### src/hw/rv_isa_pkg.sv
/*
  RV32I instruction-set definitions: word, register index and opcode types,
  base opcodes, branch and ALU funct3 codes, reset address
*/
package rv_isa_pkg;

  typedef logic [31:0] word_t;
  typedef logic [4:0]  reg_addr_t;
  typedef logic [6:0]  opcode_t;

  // base opcode map, bits [6:0]
  localparam opcode_t OPCODE_LOAD     = 7'b0000011;
  localparam opcode_t OPCODE_MISC_MEM = 7'b0001111;
  localparam opcode_t OPCODE_OP_IMM   = 7'b0010011;
  localparam opcode_t OPCODE_AUIPC    = 7'b0010111;
  localparam opcode_t OPCODE_STORE    = 7'b0100011;
  localparam opcode_t OPCODE_OP       = 7'b0110011;
  localparam opcode_t OPCODE_LUI      = 7'b0110111;
  localparam opcode_t OPCODE_BRANCH   = 7'b1100011;
  localparam opcode_t OPCODE_JALR     = 7'b1100111;
  localparam opcode_t OPCODE_JAL      = 7'b1101111;

  // branch conditions
  localparam logic [2:0] FUNCT3_BEQ  = 3'b000;
  localparam logic [2:0] FUNCT3_BNE  = 3'b001;
  localparam logic [2:0] FUNCT3_BLT  = 3'b100;
  localparam logic [2:0] FUNCT3_BGE  = 3'b101;
  localparam logic [2:0] FUNCT3_BLTU = 3'b110;
  localparam logic [2:0] FUNCT3_BGEU = 3'b111;

  // alu functions, shared by OP and OP-IMM
  localparam logic [2:0] FUNCT3_ALU_ADD_SUB = 3'b000;
  localparam logic [2:0] FUNCT3_ALU_SLL     = 3'b001;
  localparam logic [2:0] FUNCT3_ALU_SLT     = 3'b010;
  localparam logic [2:0] FUNCT3_ALU_SLTU    = 3'b011;
  localparam logic [2:0] FUNCT3_ALU_XOR     = 3'b100;
  localparam logic [2:0] FUNCT3_ALU_SHIFTR  = 3'b101;
  localparam logic [2:0] FUNCT3_ALU_OR      = 3'b110;
  localparam logic [2:0] FUNCT3_ALU_AND     = 3'b111;

  localparam word_t RESET_PC = 32'h0000_0000;

endpackage

### src/hw/rv_ctl_pkg.sv
/*
  decoder to datapath control encodings: ALU operation class,
  next-PC, writeback and ALU operand selects
*/
package rv_ctl_pkg;

  // how the ALU picks its function
  typedef enum logic [1:0] {
    CTL_ALU_ADD    = 2'd0,
    CTL_ALU_OP_IMM = 2'd1,
    CTL_ALU_OP     = 2'd2,
    CTL_ALU_BRANCH = 2'd3
  } alu_op_t;

  typedef enum logic [1:0] {
    CTL_PC_PC4     = 2'd0,
    CTL_PC_PC_IMM  = 2'd1,
    CTL_PC_RS1_IMM = 2'd2
  } next_pc_sel_t;

  typedef enum logic [2:0] {
    CTL_WRITEBACK_ALU  = 3'd0,
    CTL_WRITEBACK_DATA = 3'd1,
    CTL_WRITEBACK_IMM  = 3'd2,
    CTL_WRITEBACK_PC4  = 3'd3
  } writeback_sel_t;

  typedef enum logic {CTL_ALU_A_RS1 = 1'b0, CTL_ALU_A_PC  = 1'b1} alu_a_sel_t;
  typedef enum logic {CTL_ALU_B_RS2 = 1'b0, CTL_ALU_B_IMM = 1'b1} alu_b_sel_t;

endpackage

### src/hw/ctl_if.sv
/*
  control bundle between main decoder and datapath,
  decoder and datapath modports
*/
interface ctl_if (
  input logic clock,
  input logic rst_n
);
  import rv_isa_pkg::*;
  import rv_ctl_pkg::*;

  alu_op_t        alu_op_type;
  logic           data_mem_read_enable;
  logic           data_mem_write_enable;
  writeback_sel_t reg_writeback_select;
  next_pc_sel_t   next_pc_select;
  logic           regfile_write_enable;
  alu_a_sel_t     alu_operand_a_select;
  alu_b_sel_t     alu_operand_b_select;

  // fed back from the datapath
  opcode_t        inst_opcode;
  logic           take_branch;

  modport decoder (
    input  clock, rst_n, inst_opcode, take_branch,
    output alu_op_type, data_mem_read_enable, data_mem_write_enable,
    output reg_writeback_select, next_pc_select, regfile_write_enable,
    output alu_operand_a_select, alu_operand_b_select
  );

  modport datapath (
    input  alu_op_type, data_mem_read_enable, data_mem_write_enable,
    input  reg_writeback_select, next_pc_select, regfile_write_enable,
    input  alu_operand_a_select, alu_operand_b_select,
    output inst_opcode, take_branch
  );

endinterface

### src/hw/singlecycle_control.sv
/*
  main decoder: opcode and branch outcome to datapath selects
*/
module singlecycle_control (
  ctl_if.decoder ctl
);
  import rv_isa_pkg::*;
  import rv_ctl_pkg::*;

  always_comb
  begin
    case (ctl.inst_opcode)
      OPCODE_BRANCH: ctl.next_pc_select = ctl.take_branch ? CTL_PC_PC_IMM : CTL_PC_PC4;
      OPCODE_JALR:   ctl.next_pc_select = CTL_PC_RS1_IMM;
      OPCODE_JAL:    ctl.next_pc_select = CTL_PC_PC_IMM;
      default:       ctl.next_pc_select = CTL_PC_PC4;
    endcase
  end

  always_comb
  begin
    // defaults cover FENCE and unknown opcodes, nothing is written
    ctl.alu_op_type           = CTL_ALU_ADD;
    ctl.data_mem_read_enable  = 1'b0;
    ctl.data_mem_write_enable = 1'b0;
    ctl.regfile_write_enable  = 1'b0;
    ctl.reg_writeback_select  = CTL_WRITEBACK_ALU;
    ctl.alu_operand_a_select  = CTL_ALU_A_RS1;
    ctl.alu_operand_b_select  = CTL_ALU_B_RS2;

    case (ctl.inst_opcode)
      OPCODE_LOAD:
      begin
        ctl.data_mem_read_enable = 1'b1;
        ctl.regfile_write_enable = 1'b1;
        ctl.reg_writeback_select = CTL_WRITEBACK_DATA;
        ctl.alu_operand_b_select = CTL_ALU_B_IMM;
      end
      OPCODE_STORE:
      begin
        ctl.data_mem_write_enable = 1'b1;
        ctl.alu_operand_b_select  = CTL_ALU_B_IMM;
      end
      OPCODE_OP_IMM:
      begin
        ctl.alu_op_type          = CTL_ALU_OP_IMM;
        ctl.regfile_write_enable = 1'b1;
        ctl.alu_operand_b_select = CTL_ALU_B_IMM;
      end
      OPCODE_OP:
      begin
        ctl.alu_op_type          = CTL_ALU_OP;
        ctl.regfile_write_enable = 1'b1;
      end
      OPCODE_AUIPC:
      begin
        ctl.regfile_write_enable = 1'b1;
        ctl.alu_operand_a_select = CTL_ALU_A_PC;
        ctl.alu_operand_b_select = CTL_ALU_B_IMM;
      end
      OPCODE_LUI:
      begin
        ctl.regfile_write_enable = 1'b1;
        ctl.reg_writeback_select = CTL_WRITEBACK_IMM;
      end
      OPCODE_BRANCH:
      begin
        ctl.alu_op_type = CTL_ALU_BRANCH;
      end
      OPCODE_JALR, OPCODE_JAL:
      begin
        // link value is pc+4, target comes from the next-pc mux
        ctl.regfile_write_enable = 1'b1;
        ctl.reg_writeback_select = CTL_WRITEBACK_PC4;
        ctl.alu_operand_b_select = CTL_ALU_B_IMM;
        if (ctl.inst_opcode == OPCODE_JAL)
          ctl.alu_operand_a_select = CTL_ALU_A_PC;
      end
      default:
      begin
      end
    endcase
  end

  // a data access is a load or a store, never both in one cycle
  a_mem_excl: assert property (@(posedge ctl.clock) disable iff (!ctl.rst_n)
    !(ctl.data_mem_read_enable && ctl.data_mem_write_enable));

endmodule

### src/hw/imm_decoder.sv
/*
  immediate generator for the I, S, B, U and J formats
*/
module imm_decoder (
  input  rv_isa_pkg::word_t inst,
  output rv_isa_pkg::word_t imm
);
  import rv_isa_pkg::*;

  opcode_t opcode;

  assign opcode = inst[6:0];

  always_comb
  begin
    case (opcode)
      OPCODE_STORE:
        imm = {{20{inst[31]}}, inst[31:25], inst[11:7]};
      OPCODE_BRANCH:
        imm = {{19{inst[31]}}, inst[31], inst[7], inst[30:25], inst[11:8], 1'b0};
      OPCODE_LUI, OPCODE_AUIPC:
        imm = {inst[31:12], 12'b0};
      OPCODE_JAL:
        imm = {{11{inst[31]}}, inst[31], inst[19:12], inst[20], inst[30:21], 1'b0};
      // I-type: loads, op-imm, jalr
      default:
        imm = {{20{inst[31]}}, inst[31:20]};
    endcase
  end

endmodule

### src/hw/regfile.sv
/*
  32 x 32-bit integer register file, two read ports, one write port
*/
module regfile (
  input  logic                  clock,
  input  logic                  rst_n,
  input  rv_isa_pkg::reg_addr_t rs1_addr,
  input  rv_isa_pkg::reg_addr_t rs2_addr,
  input  rv_isa_pkg::reg_addr_t rd_addr,
  input  rv_isa_pkg::word_t     rd_data,
  input  logic                  write_enable,
  output rv_isa_pkg::word_t     rs1_data,
  output rv_isa_pkg::word_t     rs2_data
);
  import rv_isa_pkg::*;

  word_t regs [32];

  always_ff @(posedge clock or negedge rst_n)
  begin
    if (!rst_n)
    begin
      for (int i = 0; i < 32; i++)
        regs[i] <= '0;
    end
    else if (write_enable && (rd_addr != '0))
      regs[rd_addr] <= rd_data;
  end

  // x0 is hardwired to zero
  assign rs1_data = (rs1_addr == '0) ? '0 : regs[rs1_addr];
  assign rs2_data = (rs2_addr == '0) ? '0 : regs[rs2_addr];

endmodule

### src/hw/rv_alu.sv
/*
  integer ALU with function decode and branch comparator
*/
module rv_alu (
  input  rv_ctl_pkg::alu_op_t alu_op_type,
  input  logic [2:0]          funct3,
  input  logic                funct7_bit5,
  input  logic                is_op_imm,
  input  rv_isa_pkg::word_t   a,
  input  rv_isa_pkg::word_t   b,
  output rv_isa_pkg::word_t   result,
  output logic                take_branch
);
  import rv_isa_pkg::*;
  import rv_ctl_pkg::*;

  logic [4:0] shamt;
  logic       sub_sel;
  word_t      sra_result;

  assign shamt = b[4:0];
  // bit 30 of an immediate is data, except for srai
  assign sub_sel    = funct7_bit5 && !is_op_imm;
  assign sra_result = $signed(a) >>> shamt;

  always_comb
  begin
    result      = a + b;
    take_branch = 1'b0;
    case (alu_op_type)
      CTL_ALU_OP, CTL_ALU_OP_IMM:
      begin
        case (funct3)
          FUNCT3_ALU_ADD_SUB: result = sub_sel ? (a - b) : (a + b);
          FUNCT3_ALU_SLL:     result = a << shamt;
          FUNCT3_ALU_SLT:     result = {31'b0, $signed(a) < $signed(b)};
          FUNCT3_ALU_SLTU:    result = {31'b0, a < b};
          FUNCT3_ALU_XOR:     result = a ^ b;
          FUNCT3_ALU_SHIFTR:  result = funct7_bit5 ? sra_result : (a >> shamt);
          FUNCT3_ALU_OR:      result = a | b;
          FUNCT3_ALU_AND:     result = a & b;
        endcase
      end
      CTL_ALU_BRANCH:
      begin
        case (funct3)
          FUNCT3_BEQ:  take_branch = (a == b);
          FUNCT3_BNE:  take_branch = (a != b);
          FUNCT3_BLT:  take_branch = ($signed(a) < $signed(b));
          FUNCT3_BGE:  take_branch = ($signed(a) >= $signed(b));
          FUNCT3_BLTU: take_branch = (a < b);
          FUNCT3_BGEU: take_branch = (a >= b);
          default:     take_branch = 1'b0;
        endcase
      end
      default:
      begin
      end
    endcase
  end

endmodule

### src/hw/singlecycle_datapath.sv
/*
  single-cycle datapath: pc and start flag, operand and writeback muxes,
  next-pc logic, instruction and data memory ports
*/
module singlecycle_datapath (
  input  logic              clock,
  input  logic              rst_n,
  ctl_if.datapath           ctl,
  output rv_isa_pkg::word_t imem_addr,
  input  rv_isa_pkg::word_t imem_data,
  output rv_isa_pkg::word_t dmem_addr,
  output rv_isa_pkg::word_t dmem_wdata,
  output logic              dmem_read_enable,
  output logic              dmem_write_enable,
  input  rv_isa_pkg::word_t dmem_rdata
);
  import rv_isa_pkg::*;
  import rv_ctl_pkg::*;

  word_t pc;
  word_t pc_plus4;
  word_t next_pc;
  word_t imm;
  word_t rs1_data;
  word_t rs2_data;
  word_t alu_a;
  word_t alu_b;
  word_t alu_result;
  word_t wb_data;
  logic  started;

  // pc holds at RESET_PC until the first cycle after reset has passed
  always_ff @(posedge clock or negedge rst_n)
  begin
    if (!rst_n)
    begin
      started <= 1'b0;
      pc      <= RESET_PC;
    end
    else
    begin
      started <= 1'b1;
      if (started)
        pc <= next_pc;
    end
  end

  assign imem_addr       = pc;
  assign pc_plus4        = pc + 32'd4;
  assign ctl.inst_opcode = imem_data[6:0];

  imm_decoder imm_inst (.inst(imem_data), .imm(imm));

  regfile regfile_inst (
    .clock(clock), .rst_n(rst_n),
    .rs1_addr(imem_data[19:15]), .rs2_addr(imem_data[24:20]), .rd_addr(imem_data[11:7]),
    .rd_data(wb_data), .write_enable(ctl.regfile_write_enable && started),
    .rs1_data(rs1_data), .rs2_data(rs2_data)
  );

  assign alu_a = (ctl.alu_operand_a_select == CTL_ALU_A_PC) ? pc : rs1_data;
  assign alu_b = (ctl.alu_operand_b_select == CTL_ALU_B_IMM) ? imm : rs2_data;

  rv_alu alu_inst (
    .alu_op_type(ctl.alu_op_type), .funct3(imem_data[14:12]), .funct7_bit5(imem_data[30]),
    .is_op_imm(imem_data[6:0] == OPCODE_OP_IMM), .a(alu_a), .b(alu_b),
    .result(alu_result), .take_branch(ctl.take_branch)
  );

  always_comb
  begin
    case (ctl.reg_writeback_select)
      CTL_WRITEBACK_DATA: wb_data = dmem_rdata;
      CTL_WRITEBACK_IMM:  wb_data = imm;
      CTL_WRITEBACK_PC4:  wb_data = pc_plus4;
      default:            wb_data = alu_result;
    endcase
  end

  // jalr target is rs1+imm from the alu, low bit cleared
  always_comb
  begin
    case (ctl.next_pc_select)
      CTL_PC_PC_IMM:  next_pc = pc + imm;
      CTL_PC_RS1_IMM: next_pc = {alu_result[31:1], 1'b0};
      default:        next_pc = pc_plus4;
    endcase
  end

  assign dmem_addr         = alu_result;
  assign dmem_wdata        = rs2_data;
  assign dmem_read_enable  = ctl.data_mem_read_enable && started;
  assign dmem_write_enable = ctl.data_mem_write_enable && started;

  a_pc_aligned: assert property (@(posedge clock) disable iff (!rst_n) pc[1:0] == 2'b00);

endmodule

### src/hw/rv_core.sv
/*
  RV32I single-cycle core top level
  instruction port and data port
*/
module rv_core (
  input  logic              clock,
  input  logic              rst_n,
  output rv_isa_pkg::word_t imem_addr,
  input  rv_isa_pkg::word_t imem_data,
  output rv_isa_pkg::word_t dmem_addr,
  output rv_isa_pkg::word_t dmem_wdata,
  output logic              dmem_read_enable,
  output logic              dmem_write_enable,
  input  rv_isa_pkg::word_t dmem_rdata
);

  ctl_if ctl (
    .clock(clock),
    .rst_n(rst_n)
  );

  singlecycle_control control_inst (
    .ctl(ctl.decoder)
  );

  singlecycle_datapath datapath_inst (
    .clock(clock),
    .rst_n(rst_n),
    .ctl(ctl.datapath),
    .imem_addr(imem_addr),
    .imem_data(imem_data),
    .dmem_addr(dmem_addr),
    .dmem_wdata(dmem_wdata),
    .dmem_read_enable(dmem_read_enable),
    .dmem_write_enable(dmem_write_enable),
    .dmem_rdata(dmem_rdata)
  );

endmodule

### config.mk
export PLATFORM = sky130hd
export DESIGN_NAME = rv_core
export DESIGN_NICKNAME = d
export VERILOG_FILES = /design/src/hw/rv_isa_pkg.sv /design/src/hw/rv_ctl_pkg.sv /design/src/hw/ctl_if.sv /design/src/hw/singlecycle_control.sv /design/src/hw/imm_decoder.sv /design/src/hw/regfile.sv /design/src/hw/rv_alu.sv /design/src/hw/singlecycle_datapath.sv /design/src/hw/rv_core.sv
export SDC_FILE = /design/constraint.sdc
export NUM_CORES = 2
export LEC_CHECK = 0
export ABC_AREA = 1
export ABC_CLOCK_PERIOD_IN_PS = 12400
export BUFFER_PORTS_ARGS = -buffer_cell sky130_fd_sc_hd__buf_2
export CORE_MARGIN = 2
export CORE_UTILIZATION = 30
export DETAILED_ROUTE_END_ITERATION = 6
export REMOVE_ABC_BUFFERS = 1
export SETUP_SLACK_MARGIN = 0.15
export SKIP_LAST_GASP = 1
export SLEW_MARGIN = 30
export SYNTH_ARGS = -nofsm -noshare
export SYNTH_HDL_FRONTEND = slang
export SYNTH_SLANG_ARGS = --single-unit
export TNS_END_PERCENT = 20
### constraint.sdc
create_clock -name clock -period 12.4 [get_ports clock]
set_input_delay 2.48 -clock clock [delete_from_list [all_inputs] [get_ports clock]]
set_output_delay 2.48 -clock clock [all_outputs]
set_load 0.01 [all_outputs]
Word-level counts from Yosys, hierarchy flattened
Index checks and enable logic that the tools add are counted.
- $add $sub $neg: 4
- order comparisons: 8
- equality and inequality tests: 26
- shift-type cells: 3
- multiplexer cells: 32
- bitwise gates (word level): 6
- reduce and logical (&&, ||, !) cells: 16
- operators with widths (cell ; count):
    $bwmux 1024 ; 1
    $mux 32 ; 12
    $bmux 32 s5 ; 2
    $pmux 32 s8 ; 1
    $demux 32 s5 ; 1
    $pmux 31 s4 ; 1
    $pmux 32 s3 ; 1
    $add 32x32->32 ; 2
    $ge 32x32->1 ; 2
    $lt 32x32->1 ; 2
    $pmux 32 s2 ; 1
    $add 32x3->32 const B ; 1
    $and 32x32->32 ; 1
    $eq 32x32->1 ; 1
    $ne 32x32->1 ; 1
    $or 32x32->32 ; 1
    $shl 32x5->32 ; 1
    $shr 32x5->32 ; 1
    $sshr 32x5->32 ; 1
    $sub 32x32->32 ; 1
    $xor 32x32->32 ; 1
    $eq 7x6->1 const B ; 3
    $eq 7x7->1 const B ; 3
    $ge 6x6->1 const B ; 3
    other kinds (21) ; 50
- bits in registers: 1057
- input bits: 66
- output and inout port bits: 98
- word-level logic and storage cells: 129

Longest topological paths before layout
- depth in word-level cells: 13
- gate-level depth with buffers: 43
- depth with buffers taken out: 37

Cells and area by module
From an unflattened synthesis, not the netlist that was laid out.
- cell total of the unflattened synthesis: 11803
- area total of the unflattened synthesis: 74968.2 sq um
- modules (own cells, without submodules) (module ; instances ; cells each ; area an instance (sq um) ; sequential area each (sq um)):
    regfile ; 1 ; 8327 ; 57136.0 ; 25624.6
    rv_alu ; 1 ; 2075 ; 10353.7 ; 0.0
    singlecycle_datapath ; 1 ; 1247 ; 6637.6 ; 825.8
    imm_decoder ; 1 ; 109 ; 610.6 ; 0.0
    singlecycle_control ; 1 ; 45 ; 230.2 ; 0.0

Least setup slack after synthesis
Ideal clock, no wire load.
- kind: input to output
- from: input port imem_data[20]
- to: output port dmem_addr[0]
- data arrival time: 7005 ps
- data required time: 9920 ps
- slack: 2915 ps
- stages: 31
- buffers on the path: 9
- cell sequence: buf_2 -> buf_4 -> buf_4 -> buf_4 -> buf_2 -> buf_2 -> clkbuf_1 -> clkbuf_1 -> nor2_1 -> o211ai_1 -> nand3_1 -> nand3_1 -> nand3_1 -> nand2_1 -> o21ai_0 -> ha_1 -> clkbuf_1 -> nand2_1 -> nor2_1 -> inv_1 -> nor3_1 -> a21oi_1 -> o21ai_0 -> a21oi_1 -> inv_1 -> nand2_1 -> nand2_1 -> xor2_1 -> nor3_1 -> nor2_1 -> a21boi_0
- longest elaborated chain between the ends: 10
- elaborated cells between the ends (all ways): 22
- those cells by class: add/sub (2); order compare (2); shift (3); mux (10); bitwise (4); reduce/logical (1)
- ends and longest elaborated chain (what ; line ; source):
    start: declaration ; rv_core.sv:9 ; input rv_isa_pkg::word_t imem_data,
    $not 5->6 (implied by the code) ; regfile.sv:32 ; assign rs2_data = (rs2_addr == '0) ? '0 : regs[rs2_addr];
    $bmux 32 s5 ; regfile.sv:32 ;
    $mux 32 (implied by the code) (2 in a row) ; regfile.sv:32 ;
    $mux 32 ; regfile.sv:32 ;
    $mux 32 * ; singlecycle_datapath.sv:62 ; assign alu_b = (ctl.alu_operand_b_select == CTL_ALU_B_IMM) ? imm : rs2_data;
    $add 32x32->32 (tied with other cells) ; rv_alu.sv:28, rv_alu.sv:34 ;
    $mux 32 (on tied branches) ; rv_alu.sv:34, rv_alu.sv:39 ;
    $pmux 32 s8 ; rv_alu.sv:33 ; case (funct3)
    $mux 32 * ; rv_alu.sv:30 ; case (alu_op_type)
    end: declaration ; rv_core.sv:10 ; output rv_isa_pkg::word_t dmem_addr,
Every way passes the cells marked *; elsewhere a longest branch is shown, timed or not. The select of a mux whose other input is x is not followed.

Worst setup path in the final report
- from: input port imem_data[18]
- to: output port dmem_addr[30]
- longest elaborated chain between the ends: 10
- elaborated cells between the ends (all ways): 21
- those cells by class: add/sub (2); shift (3); mux (11); bitwise (4); reduce/logical (1)
- ends and longest elaborated chain (what ; line ; source):
    $not 5->6 (implied by the code) ; regfile.sv:31 ; assign rs1_data = (rs1_addr == '0) ? '0 : regs[rs1_addr];
    $bmux 32 s5 ; regfile.sv:31 ;
    $mux 32 (implied by the code) (2 in a row) ; regfile.sv:31 ;
    $mux 32 ; regfile.sv:31 ;
    $mux 32 ; singlecycle_datapath.sv:61 ; assign alu_a = (ctl.alu_operand_a_select == CTL_ALU_A_PC) ? pc : rs1_data;
    $add 32x32->32 (tied with other cells) ; rv_alu.sv:28, rv_alu.sv:34 ;
    $mux 32 (on tied branches) ; rv_alu.sv:34, rv_alu.sv:39 ;
    $pmux 32 s8 ; rv_alu.sv:33 ;
    $mux 32 * ; rv_alu.sv:30 ;
Marked as above.

==> metrics.txt <==
run status finished with violations; failing checks DRC; Worst-path clk slew 0.06 ns; cts hold-fix bufs 0; Post-synth EDFFs 0; root buffer cell clkbuf_16; YS warnings 0; CP endpoint kind primary output; Required @ worst endpoint 9.92 ns; antenna violations before repair 20; worst slew pin tran 1.09 ns; chip width 500 um; routed length per instance 27.7 um; fmax 0.0881 GHz; Clock Sink Count 1057; TNS Setup 0 ns; # DRC 5; post-synthesis mux area share 0%; setup violators final 0; largest family of logic cells by synthesized area simple AND/OR/NAND/NOR gates; Critical Path AT 8.87 ns; Worst Setup Start Kind input pin; Final Worst Setup Slack 1.05 ns; final hold vios 0; fin crit share 91.6%; slew margin rel. 27.6%; worst vdd ir 122 uV; core area 244000 um^2; fraction of registers with async set or reset after synthesis 100%; vias in the first global route 75.8k; flops & latches, synth 1057; sequential element share of the synthesized area 35.9%; most common cell after layout, fill and taps aside nand2_1; Crit Path Max Fanout 21; total power 11300 uW; Area Growth Syn to Fin 10.5%; M2 GR Usage 42.0%; nets 11.1k; global-route wire length before repair 559000 um; final wirelength 394000 um; DIE HEIGHT 500 um; DR pass1 iterations 7; post-synthesis cell count 11.3k; Clock Skews 0.0389 ns; Crit Path Class input pin to primary output; CTS Buf Count 117; CTS tree yes; PwrDens 139 nW/um^2; RSZ-0062 raised after global routing no; CTS H-tree depth 3; IO Port Bufs 163; worst hold path class register to register; Post-CTS Resized 0; syn_area_per_cell 6.54 um^2; Pins Over Slew Limit 0; routed vias/inst 5.87; post-synthesis cell type count 60; largest net degree at the start of global routing 160; Mapped Area 73700 um^2; Adder-Cell Fraction of Synth Area 2.32%; LEAKAGE 0.0389 uW; site row count 181; Compound-Gate Fraction of Synth Area 17.8%; GRT busiest layer met2; GR Util met3 9.48%; post-synthesis simple-gate area fraction 34.4%; clk_lat worst skew 0.82 ns; via count 83.3k; Max clock buf depth 3; M1 GR Usage 40.5%; detailed router's first-iteration violation count 13.2k; total setup buffers inserted after CTS 0; Initial Util 30.2%; fraction of synthesized cell area in xor and xnor cells 0.535%; final HPWL from detailed placement 253000 um; total of max-cap violations 0; min cycle time layout 11.35 ns; die area 250000 um^2; Total Routing Usage GR 30.4%; ys flop type dfrtp_1; GR Overflow Total 0; Boundary Pins 164; routability cong. 1.07; pre-CTS WS 1.37 ns; share of layout cells above drive strength 1 7.64%; post-route ant nets 0; most frequent cells in the layout 3318 x nand2_1, 1545 x nand3_1, 1057 x dfrtp_1
-- layer usage --
| layer | up-vias | wire length, um |
|---|---|---|
| met2 | 6033 | 156000 |
| met5 | - | 74 |
| met3 | 1281 | 53900 |
| met4 | 14 | 31700 |
| li1 | 36592 | - |
| met1 | 39425 | 152000 |
-- registers in the layout (all words and copies together), names as in the netlist --
| register | flops |
|---|---|
| datapath_inst.imem_addr | 32 |
| datapath_inst.regfile_inst.regs | 1024 |
| datapath_inst.started | 1 |
-- metrics by stage --
stage | hold WS (ns) | cells | cell area (um^2) | utilization [%]
2_1_floorplan | 0.354 | 10347 | 69500 | -
3_3_place_gp | 0.368 | 13963 | 77000 | 31.6
3_5_place_dp | 0.368 | 13966 | 77100 | 31.7
4_1_cts | 0.382 | 14189 | 81300 | 33.4
5_1_grt | 0.392 | 14198 | 81400 | 33.4
6_report | 0.378 | 14207 | 81500 | 33.4
-- logic make-up after synthesis --
logic type | Yosys count
buffers and inverters | 1580
flip-flops | 1057
XOR/XNOR | 45
AO/OA/AOI/OAI | 2372
adder cells (fa/ha/maj) | 135
other | 1
AND/OR/NAND/NOR | 6069
-- final timing paths --
kind                                                 startpoint  depth (start not counted)  slack [ns]                              endpoint
max in group asynchronous                                 rst_n                          4        8.54  datapath_inst.regfile_inst.regs[243]
setup reg to reg           datapath_inst.regfile_inst.regs[198]                         35        5.22           datapath_inst.imem_addr[12]
hold / removal             datapath_inst.regfile_inst.regs[994]                          0        0.38  datapath_inst.regfile_inst.regs[994]
min in group asynchronous                                 rst_n                          1        1.70  datapath_inst.regfile_inst.regs[599]
setup / recovery                                  imem_data[18]                         25        1.05                         dmem_addr[30]
hold reg to reg            datapath_inst.regfile_inst.regs[994]                          0        0.38  datapath_inst.regfile_inst.regs[994]
-- area by class of cell --
type,instances,area (um^2)
multi-input combinational,8622,40900
clock inverter,53,692
tap,3202,4010
clock buffer,170,3500
antenna,15,37.5
inverter,668,2570
timing repair buffer,420,3340
fill,26516,162000
sequential,1057,26500
-- worst max-delay path: stages --
cell and delay [ns]:
buf_4 0.38, inv_2 0.09, nand2_4 0.28, nor2_4 0.07, buf_4 0.32, a21oi_4 0.63
buf_12 0.36, nand3_1 0.29, nand2_1 0.27, inv_1 0.12, ha_1 0.25, fa_1 0.44
nor2_1 0.15, o21ai_0 0.10, nand2_1 0.20, a21oi_1 0.18, o21ai_0 0.78, nand3_1 0.20
nand3_1 0.24, a311o_1 0.21, nand2_1 0.05, nand3_1 0.10, nand3_1 0.30, inv_1 0.16
buf_2 0.14
-- where the power goes --
group          switching [uW]  internal (uW)  total, uW
Combinational            2780            851       3630
Sequential                182           3610       3790
Clock                    1640           2230       3870
-- cells in the mapped netlist, types with 11 or more instances --
cell | instances | area share, %
nand2_1 | 3322 | 17
nand3_1 | 1546 | 11
dfrtp_1 | 1057 | 36
o21ai_0 | 1028 | 7.0
nor2_1 | 1026 | 5.2
inv_1 | 614 | 3.1
clkbuf_1 | 529 | 2.7
a21oi_1 | 468 | 3.2
o21ai_1 | 432 | 2.9
buf_2 | 247 | 1.7
o221ai_1 | 144 | 1.7
o211ai_1 | 142 | 1.4
ha_1 | 132 | 2.2
buf_4 | 71 | 0.72
buf_1 | 46 | 0.23
a31oi_1 | 39 | 0.33
xor2_1 | 39 | 0.46
inv_2 | 37 | 0.19
o22ai_1 | 37 | 0.31
nand4_1 | 35 | 0.30
nor3_1 | 33 | 0.22
or2_2 | 28 | 0.24
buf_6 | 19 | 0.29
nand2_2 | 15 | 0.13
clkinv_1 | 14 | 0.071
nor3_2 | 14 | 0.19
a221oi_1 | 12 | 0.14
a211oi_1 | 11 | 0.11
Power figures use the tool's default switching activity.
